### src/common/keypad_pkg.sv
package keypad_pkg;

  // Upper nibble is the row one-hot, lower nibble the column one-hot
  // Row 0 and column 0 sit on bit 3 of their nibble
  typedef logic [7:0] key_code_t;

  typedef logic [7:0] ascii_t; // ASCII character code

  // Position inside the letter group of a key
  typedef enum logic [2:0] {
    INIT, // No letter pending
    TAP0,
    TAP1,
    TAP2,
    TAP3, // Only reached on keys 7 and 9
    DONE  // Letter handed over, one cycle
  } tap_state_t;

  // letter0 holds the newest letter
  typedef struct packed {
    ascii_t letter3;
    ascii_t letter2;
    ascii_t letter1;
    ascii_t letter0;
  } word_t;

  localparam ascii_t BLANK_CHAR = 8'h5F; // Underscore, empty slot

  // Letter keys
  localparam key_code_t KEY_2 = 8'b1000_0100; // R0 C1
  localparam key_code_t KEY_3 = 8'b1000_0010; // R0 C2
  localparam key_code_t KEY_4 = 8'b0100_1000; // R1 C0
  localparam key_code_t KEY_5 = 8'b0100_0100; // R1 C1
  localparam key_code_t KEY_6 = 8'b0100_0010; // R1 C2
  localparam key_code_t KEY_7 = 8'b0010_1000; // R2 C0, four letters
  localparam key_code_t KEY_8 = 8'b0010_0100; // R2 C1
  localparam key_code_t KEY_9 = 8'b0010_0010; // R2 C2, four letters

  // Command keys
  localparam key_code_t SUBMIT_LETTER_KEY = 8'b0001_1000; // R3 C0
  localparam key_code_t CLEAR_KEY         = 8'b0001_0100; // R3 C1
  localparam key_code_t SUBMIT_WORD_KEY   = 8'b0001_0010; // R3 C2
  localparam key_code_t GAME_END_KEY      = 8'b0010_0001; // R2 C3

endpackage
### src/logic/keypad_entry_top.sv
module keypad_entry_top #(
  parameter int unsigned DIV_MAX = 24999
) (
  input  logic               clk,
  input  logic               nRst,
  input  logic [3:0]         row,
  output logic [3:0]         scan_col,
  output keypad_pkg::ascii_t letter,
  output logic               letter_ready,
  output keypad_pkg::word_t  word,
  output logic               word_valid,
  output logic               game_end,
  output logic [3:0][6:0]    seg // seg[0] shows the newest letter
);

  logic                  tick;
  keypad_pkg::key_code_t key;
  logic                  press;
  logic                  word_submit;
  logic                  clear;

  clock_divider #(.DIV_MAX(DIV_MAX)) u_clock_divider (
    .clk  (clk),
    .nRst (nRst),
    .tick (tick)
  );

  keypad_scanner u_keypad_scanner (
    .clk      (clk),
    .nRst     (nRst),
    .tick     (tick),
    .row      (row),
    .scan_col (scan_col),
    .key      (key),
    .press    (press)
  );

  multitap_fsm u_multitap_fsm (
    .clk          (clk),
    .nRst         (nRst),
    .key          (key),
    .press        (press),
    .letter       (letter),
    .letter_ready (letter_ready),
    .word_submit  (word_submit),
    .clear        (clear),
    .game_end     (game_end)
  );

  word_buffer u_word_buffer (
    .clk          (clk),
    .nRst         (nRst),
    .letter       (letter),
    .letter_ready (letter_ready),
    .word_submit  (word_submit),
    .clear        (clear),
    .word         (word),
    .word_valid   (word_valid)
  );

  // One display per word slot
  for (genvar i = 0; i < 4; i++) begin : g_seg
    seg_letter_decoder u_seg_letter_decoder (
      .letter (word[8*i +: 8]),
      .glyph  (seg[i])
    );
  end

endmodule

### src/logic/seg_letter_decoder.sv
module seg_letter_decoder (
  input  keypad_pkg::ascii_t letter,
  output logic [6:0]         glyph // gfedcba, active high
);

  always_comb begin
    case (letter)
      "A": glyph = 7'b1110111;
      "B": glyph = 7'b1111100; // b
      "C": glyph = 7'b0111001;
      "D": glyph = 7'b1011110; // d
      "E": glyph = 7'b1111001;
      "F": glyph = 7'b1110001;
      "G": glyph = 7'b0111101;
      "H": glyph = 7'b1110110;
      "I": glyph = 7'b0000110;
      "J": glyph = 7'b0011110;
      "K": glyph = 7'b1110101; // Rough
      "L": glyph = 7'b0111000;
      "M": glyph = 7'b0110111; // Arch shape
      "N": glyph = 7'b1010100; // n
      "O": glyph = 7'b0111111;
      "P": glyph = 7'b1110011;
      "Q": glyph = 7'b1100111; // q
      "R": glyph = 7'b1010000; // r
      "S": glyph = 7'b1101101;
      "T": glyph = 7'b1111000; // t
      "U": glyph = 7'b0111110;
      "V": glyph = 7'b0011100; // u
      "W": glyph = 7'b0101010; // Rough
      "X": glyph = 7'b1110110; // Same as H
      "Y": glyph = 7'b1101110;
      "Z": glyph = 7'b1011011;
      keypad_pkg::BLANK_CHAR: glyph = 7'b0001000; // Segment d only
      default: glyph = 7'b0000000;
    endcase
  end

endmodule

### src/logic/word_buffer.sv
module word_buffer (
  input  logic               clk,
  input  logic               nRst,
  input  keypad_pkg::ascii_t letter,
  input  logic               letter_ready,
  input  logic               word_submit,
  input  logic               clear,
  output keypad_pkg::word_t  word,
  output logic               word_valid
);

  localparam keypad_pkg::word_t BLANK_WORD = '{default: keypad_pkg::BLANK_CHAR};
  localparam logic [2:0] WORD_LEN = 3'd4;

  logic [2:0] fill_count; // Letters held, 0 to 4

  always_ff @(posedge clk, negedge nRst) begin
    if (!nRst) begin
      word       <= BLANK_WORD;
      fill_count <= 3'd0;
      word_valid <= 1'b0;
    end else begin
      word_valid <= word_submit; // Word stays visible for this pulse
      if (clear || word_valid) begin
        word       <= BLANK_WORD; // Flush after submit, or on clear
        fill_count <= 3'd0;
      end else if (letter_ready && fill_count < WORD_LEN) begin
        // Shift older letters up, newest in slot 0
        word <= '{letter3: word.letter2,
                  letter2: word.letter1,
                  letter1: word.letter0,
                  letter0: letter};
        fill_count <= fill_count + 3'd1;
      end
      // Full word drops further letters
    end
  end

endmodule

### src/keypad/multitap_fsm.sv
module multitap_fsm (
  input  logic                  clk,
  input  logic                  nRst,
  input  keypad_pkg::key_code_t key,
  input  logic                  press,
  output keypad_pkg::ascii_t    letter, // Pending letter
  output logic                  letter_ready,
  output logic                  word_submit,
  output logic                  clear,
  output logic                  game_end
);

  keypad_pkg::tap_state_t state;
  keypad_pkg::tap_state_t next_state;
  keypad_pkg::key_code_t  prev_key; // Last letter key pressed
  keypad_pkg::key_code_t  next_prev_key;
  keypad_pkg::ascii_t     next_letter;
  logic                   next_letter_ready;
  logic                   next_word_submit;
  logic                   next_clear;
  logic                   next_game_end;
  logic                   pending;

  // First letter of each key group, blank for non-letter keys
  function automatic keypad_pkg::ascii_t base_letter(input keypad_pkg::key_code_t k);
    case (k)
      keypad_pkg::KEY_2: base_letter = "A";
      keypad_pkg::KEY_3: base_letter = "D";
      keypad_pkg::KEY_4: base_letter = "G";
      keypad_pkg::KEY_5: base_letter = "J";
      keypad_pkg::KEY_6: base_letter = "M";
      keypad_pkg::KEY_7: base_letter = "P";
      keypad_pkg::KEY_8: base_letter = "T";
      keypad_pkg::KEY_9: base_letter = "W";
      default:           base_letter = keypad_pkg::BLANK_CHAR;
    endcase
  endfunction

  // Next tap on a repeated press
  function automatic keypad_pkg::tap_state_t advance_tap(input keypad_pkg::tap_state_t s,
                                                         input keypad_pkg::key_code_t k);
    case (s)
      keypad_pkg::TAP0: advance_tap = keypad_pkg::TAP1;
      keypad_pkg::TAP1: advance_tap = keypad_pkg::TAP2;
      keypad_pkg::TAP2: begin
        // Four-letter groups on 7 and 9
        if (k == keypad_pkg::KEY_7 || k == keypad_pkg::KEY_9) begin
          advance_tap = keypad_pkg::TAP3;
        end else begin
          advance_tap = keypad_pkg::TAP0;
        end
      end
      default: advance_tap = keypad_pkg::TAP0; // Wrap from TAP3
    endcase
  endfunction

  function automatic keypad_pkg::ascii_t tap_offset(input keypad_pkg::tap_state_t s);
    case (s)
      keypad_pkg::TAP1: tap_offset = 8'd1;
      keypad_pkg::TAP2: tap_offset = 8'd2;
      keypad_pkg::TAP3: tap_offset = 8'd3;
      default:          tap_offset = 8'd0;
    endcase
  endfunction

  assign pending = (state inside {keypad_pkg::TAP0, keypad_pkg::TAP1,
                                  keypad_pkg::TAP2, keypad_pkg::TAP3});

  always_comb begin
    next_state        = state;
    next_letter       = letter;
    next_prev_key     = prev_key;
    next_letter_ready = 1'b0;
    next_word_submit  = 1'b0;
    next_clear        = 1'b0;
    next_game_end     = 1'b0;

    // Letter was handed over last cycle
    if (state == keypad_pkg::DONE) begin
      next_state  = keypad_pkg::INIT;
      next_letter = keypad_pkg::BLANK_CHAR;
    end

    if (press) begin
      if (base_letter(key) != keypad_pkg::BLANK_CHAR) begin
        if (pending && key == prev_key) begin
          next_state = advance_tap(state, key); // Same key, next letter
        end else begin
          next_state = keypad_pkg::TAP0; // New key restarts the group
        end
        next_letter   = base_letter(key) + tap_offset(next_state);
        next_prev_key = key;
      end else begin
        case (key)
          keypad_pkg::SUBMIT_LETTER_KEY: begin
            if (pending) begin
              next_state        = keypad_pkg::DONE; // Letter held one more cycle
              next_letter_ready = 1'b1;
            end
          end
          keypad_pkg::CLEAR_KEY, keypad_pkg::GAME_END_KEY: begin
            next_state    = keypad_pkg::INIT;
            next_letter   = keypad_pkg::BLANK_CHAR;
            next_clear    = 1'b1;
            next_game_end = (key == keypad_pkg::GAME_END_KEY);
          end
          keypad_pkg::SUBMIT_WORD_KEY: begin
            next_state       = keypad_pkg::INIT;
            next_letter      = keypad_pkg::BLANK_CHAR; // Pending letter discarded
            next_word_submit = 1'b1;
          end
          default: ; // Invalid key ignored
        endcase
      end
    end
  end

  always_ff @(posedge clk, negedge nRst) begin
    if (!nRst) begin
      state        <= keypad_pkg::INIT;
      prev_key     <= '0;
      letter       <= keypad_pkg::BLANK_CHAR;
      letter_ready <= 1'b0;
      word_submit  <= 1'b0;
      clear        <= 1'b0;
      game_end     <= 1'b0;
    end else begin
      state        <= next_state;
      prev_key     <= next_prev_key;
      letter       <= next_letter;
      letter_ready <= next_letter_ready;
      word_submit  <= next_word_submit;
      clear        <= next_clear;
      game_end     <= next_game_end;
    end
  end

  // One command per press
  assert property (@(posedge clk) disable iff (!nRst)
    !(letter_ready && word_submit));

  // Slot empties right after the hand-over
  assert property (@(posedge clk) disable iff (!nRst)
    letter_ready |=> (letter == keypad_pkg::BLANK_CHAR));

endmodule

### src/keypad/keypad_scanner.sv
module keypad_scanner (
  input  logic                  clk,
  input  logic                  nRst,
  input  logic                  tick,
  input  logic [3:0]            row,
  output logic [3:0]            scan_col, // Active low
  output keypad_pkg::key_code_t key,
  output logic                  press
);

  logic [3:0] row_meta; // First synchronizer stage
  logic [3:0] row_sync; // Second synchronizer stage
  logic [3:0] scan_col_next;
  logic       row_active;
  logic       row_rise;
  logic       scan_started; // Set by the first tick

  // Hold the column while a key on it is seen
  assign row_active = |(row_meta | row_sync);
  assign row_rise   = |(row_meta & ~row_sync);

  always_comb begin
    scan_col_next = scan_col;
    if (tick && !row_active) begin
      case (scan_col)
        4'b0111: scan_col_next = 4'b1011;
        4'b1011: scan_col_next = 4'b1101;
        4'b1101: scan_col_next = 4'b1110;
        default: scan_col_next = 4'b0111; // Idle or column 3, back to column 0
      endcase
    end
  end

  always_ff @(posedge clk, negedge nRst) begin
    if (!nRst) begin
      row_meta     <= 4'b0000;
      row_sync     <= 4'b0000;
      scan_col     <= 4'b1111; // No column driven
      press        <= 1'b0;
      scan_started <= 1'b0;
    end else begin
      row_meta <= row;
      row_sync <= row_meta;
      scan_col <= scan_col_next;
      press    <= row_rise; // One-cycle strobe
      if (tick) begin
        scan_started <= 1'b1;
      end
    end
  end

  // Key code goes out in the same cycle as press
  always_ff @(posedge clk) begin
    if (row_rise) begin
      key <= {row_meta, ~scan_col};
    end
  end

  // Once scanning runs, a single column is driven low at all times
  assert property (@(posedge clk) disable iff (!nRst)
    scan_started |-> $onehot(~scan_col));

endmodule

### src/logic/clock_divider.sv
module clock_divider #(
  parameter int unsigned DIV_MAX = 24999
) (
  input  logic clk,
  input  logic nRst,
  output logic tick
);

  // At least one bit even for DIV_MAX of zero
  localparam int CW = (DIV_MAX > 0) ? $clog2(DIV_MAX + 1) : 1;

  logic [CW-1:0] count;

  assign tick = (count == CW'(DIV_MAX)); // One cycle in DIV_MAX+1

  always_ff @(posedge clk, negedge nRst) begin
    if (!nRst) begin
      count <= '0;
    end else if (tick) begin
      count <= '0; // Wrap
    end else begin
      count <= count + 1'b1;
    end
  end

endmodule

### config.mk
export PLATFORM = sky130hd
export DESIGN_NAME = keypad_entry_top
export DESIGN_NICKNAME = d
export VERILOG_FILES = /design/src/common/keypad_pkg.sv /design/src/logic/keypad_entry_top.sv /design/src/logic/seg_letter_decoder.sv /design/src/logic/word_buffer.sv /design/src/keypad/multitap_fsm.sv /design/src/keypad/keypad_scanner.sv /design/src/logic/clock_divider.sv
export SDC_FILE = /design/constraint.sdc
export NUM_CORES = 1
export LEC_CHECK = 0
export ABC_CLOCK_PERIOD_IN_PS = 3100
export BUFFER_PORTS_ARGS = -buffer_cell sky130_fd_sc_hd__clkbuf_2
export CAP_MARGIN = 20
export CORE_MARGIN = 4
export CORE_UTILIZATION = 59
export DETAILED_ROUTE_END_ITERATION = 7
export GPL_TIMING_DRIVEN = 0
export MAX_ROUTING_LAYER = met4
export PLACE_DENSITY = 0.88
export SYNTH_ARGS = -nofsm -noshare
export SYNTH_HDL_FRONTEND = slang
export SYNTH_HIERARCHICAL = 1
export SYNTH_SLANG_ARGS = --single-unit
### constraint.sdc
create_clock -name clk -period 3.1 [get_ports clk]
set_input_delay 0.155 -clock clk [delete_from_list [all_inputs] [get_ports clk]]
set_output_delay 0.155 -clock clk [all_outputs]
set_load 0.01 [all_outputs]
==> metrics.md <==
| Metric | Value |
|---|---|
| Final setup fails | 0 |
| GRT Total Usage | 25.77% |
| Max H-tree Level | 3 |
| Final hold violation count | 0 |
| CTS buffer count | 9 |
| Critical path class | register to register |
| Initial antenna violation count | 0 |
| Core ar. | 10840 µm² |
| Worst path required time | 3400 ps |
| Clock Sinks | 95 |
| Fmax | 353.9 MHz |
| Final wirelength | 15690 µm |
| Layout cell share with drive strength beyond 1 | 27.14% |
| Final worst slack | 274.4 ps |
| PortBufs | 80 |
| Post-route minimum period | 2826 ps |
| Drt wl/cell | 16.38 µm |
| Worst-margin pin slew | 919.1 ps |
| Critical Path Sink Type | register |
| Leakage power | 3.152 nW |
| Worst Setup Start Kind | register |
| Total Die Area | 12870 µm² |
| Drt via density | 6.162 |
| Chip width | 113.5 µm |
| Avg Inst Size Synth | 9.166 µm² |
| Hold crit path type | input pin to asynchronous set/reset pin |
| Row count | 38 |
| Pwr Total | 0.002204 W |
| Top-Level Pins | 81 |
| Initial Util | 60.54% |
| Pre-antenna DRT Iters | 6 |
| R2R depth | 9 |
| Outcome | finished, final reports clean |
| Yosys reg bits | 95 |
| Hold_ws | 352.5 ps |
| CTS tree | yes |
| Worst-path clk slew | 100 ps |
| Setup Fix Bufs, Post-CTS | 0 |
| Post-synthesis async set-or-reset flop share | 91.58% |
| Worst r2r dst | u_multitap_fsm/letter[4]$_DFF_PN1_ |
| Setup tns final | 0 ps |
| # nets final | 852 |
| Period utilisation layout | 91.15% |
| Synth Instances | 716 |
| Sequential cell area | 2460 µm² |
| Reg-to-reg startpoint | u_keypad_scanner/key[0]$_DFFE_PP_ |
| Fill cells | 817 |
| Die Span Y | 113.5 µm |
| Worst vdd ir | 0.3018 mV |
| Netlist cell types | 86 |
| Iter 0 DRT Violations | 827 |
| Multi-input gate area | 3699 µm² |
| Max_cap viols | 0 |
| Finished Core Util | 68.69% |
| Slew Viols, Final | 0 |
| Gpl congestion | 0.9403 |
| R2R Setup Slk | 270 ps |
| Longest Clk Path Bufs | 2 |
| YS warnings | 6 |
| DP HPWL | 11400 µm |
| Critical Path Sink | u_multitap_fsm/letter[4]$_DFF_PN1_ |
| First-pass GRT wire length | 27250 µm |
| Synth-to-layout area growth | 13.46% |
| Crit path arrival time | 3120 ps |
| Vias in the first global route | 5699 |
| CP Max Fanout | 8 |
| EDFF count, synth | 8 |
| Vias | 5903 |
| Critical Path Source | u_keypad_scanner/key[0]$_DFFE_PP_ |
| Power Dens Cells | 296.0 nW/µm² |
| Main synth FF type | dfrtp_1 |
| Max_slew headroom | 37.87% |
| Syn Std Cell Area | 6563 µm² |
| Largest net degree at the start of global routing | 46 |
| Antenna diode instance count | 0 |
| Dpl ws | 22.86 ps |
| Worst-skew pair later-pin latency | 360 ps |
| Post-synthesis sequential area ratio | 37.48% |
| Clock skew | 14.27 ps |
| Antenna Nets Post-Route | 0 |
| CTS Root Cell | clkbuf_8 |
| Synth Net Count | 755 |
| DRC | 0 |
| Grt ovf | 0 |
cell type report:
cell class / count / area share, %
clock inverter: 7 / 1.176
clock buffer: 9 / 1.664
inverter: 34 / 1.714
multi-input combinational: 543 / 49.67
tap: 140 / 2.353
timing repair buffer: 86 / 6.352
sequential: 95 / 33.04
buffer: 44 / 4.033
through the flow:
stage,std cells,area [µm²]
after floorplan,716,6563
after global placement,936,7138
after detailed placement,937,7161
after CTS,958,7428
after global routing,958,7446
final,958,7446
placed cells by master, fill, tap and decap left out, drive strengths merged, types with 6 or more instances in the layout:
cell / Yosys / final
nand2b: 17 / 17
or2: 6 / 6
o221ai: 6 / 6
dfstp: 34 / 34
a31oi: 13 / 13
o21ai: 28 / 28
nor4: 11 / 11
xor2: 10 / 10
o211ai: 6 / 6
clkbuf: 7 / 96
buf: 37 / 38
a21oi: 49 / 49
mux2i: 10 / 10
or3: 6 / 6
mux2: 7 / 7
and3: 8 / 8
dfrtp: 53 / 53
nor2b: 10 / 10
nor3: 26 / 26
inv: 34 / 38
nand3: 41 / 41
nor2: 41 / 41
a211oi: 12 / 12
xnor2: 16 / 16
ha: 32 / 32
edfxtp: 8 / 8
a211o: 7 / 7
nand2: 107 / 107
timing repair:
| item | 4_1_cts | 5_1_grt |
|---|---|---|
| endpoints found under the setup margin | 2 | 3 |
| hold endpoints to repair | 31 | 0 |
| hold buffers | 5 | 0 |
| resized for setup | 1 | 3 |
registers in the layout, indices dropped and copies added (netlist names):
name and cells:
u_word_buffer/word 32, u_clock_divider/count 15, u_keypad_scanner/key 8, u_multitap_fsm/letter 8
u_multitap_fsm/prev_key 8, u_keypad_scanner/row_meta 4, u_keypad_scanner/row_sync 4, u_keypad_scanner/scan_col 4
u_multitap_fsm/state 3, u_word_buffer/fill_count 3, u_keypad_scanner/press 1, u_multitap_fsm/clear 1
u_multitap_fsm/game_end 1, u_multitap_fsm/letter_ready 1, u_multitap_fsm/word_submit 1, u_word_buffer/word_valid 1
worst max-delay path: stages (launching register included):
cell      delay, ps
edfxtp_1        360
buf_2           180
or4b_2          740
nand2_1         120
nor2_1           40
nor3_1          330
inv_1           130
fa_1            480
nor3_2          200
o32a_1          170
worst min path at each step:
| stage | endpoint | cells past startpoint | start | slack [ps] |
|---|---|---|---|---|
| floorplan | u_clock_divider/count[0]$_DFF_PN0_ | 0 | nRst | -140 |
| CTS | u_keypad_scanner/press$_DFF_PN0_ | 2 | nRst | 360 |
| global placement | u_keypad_scanner/row_meta[1]$_DFF_PN0_ | 1 | row[1] | 260 |
| detailed placement | u_keypad_scanner/press$_DFF_PN0_ | 1 | nRst | 220 |
| global route | u_word_buffer/word_valid$_DFF_PN0_ | 0 | u_multitap_fsm/word_submit$_DFF_PN0_ | 370 |
| finish | u_keypad_scanner/press$_DFF_PN0_ | 2 | nRst | 350 |
cell usage after synthesis, drive strengths merged, types with 4 or more instances:
master / number / area, µm²
nand2: 107 / 416.7
dfrtp: 53 / 1326
a21oi: 49 / 282.8
nand3: 41 / 222.7
nor2: 41 / 156.4
buf: 37 / 272.8
dfstp: 34 / 893.4
inv: 34 / 127.6
ha: 32 / 400.4
o21ai: 28 / 140.1
nor3: 26 / 140.1
nand2b: 17 / 106.4
xnor2: 16 / 140.1
a31oi: 13 / 126.4
a211oi: 12 / 90.09
nor4: 11 / 105.1
mux2i: 10 / 100.1
nor2b: 10 / 62.56
xor2: 10 / 95.10
and3: 8 / 50.05
edfxtp: 8 / 240.2
a211o: 7 / 61.31
clkbuf: 7 / 27.52
mux2: 7 / 86.33
o211ai: 6 / 55.05
o221ai: 6 / 52.55
or2: 6 / 40.05
or3: 6 / 42.54
a311oi: 5 / 43.79
nand4: 5 / 37.53
nor4b: 5 / 50.04
a21o: 4 / 30.03
and2b: 4 / 30.03
o21a: 4 / 30.03
or3b: 4 / 37.54
or4b: 4 / 51.30
power by group:
part           total [W]  switching [W]  internal (W)
clock network   0.000854       0.000461      0.000393
registers        0.00129      0.0000169       0.00127
logic          0.0000639      0.0000414     0.0000225
total            0.00220       0.000520       0.00168
logic make-up after synthesis:
family	share of synthesized area, %
xor gates and xnor gates	3.584
muxes	3.870
buffers and inverters	6.520
AOI/OAI and AO/OA	16.38
DFF	37.48
and+or+nand+nor	25.76
adders and majority gates	6.406
metal layers:
metal | track usage [%] | part of all wire, % | vias up | wire length, µm
met2 | 41.74 | 50 | 282 | 7785
met3 | 3.183 | 5.9 | 50 | 922
met4 | 10.42 | 2.8 | 0 | 434
li1 | - | - | 2740 | -
met1 | 33.07 | 42 | 2831 | 6550
met5 | - | 0 | - | 0
Power figures use the tool's default switching activity.
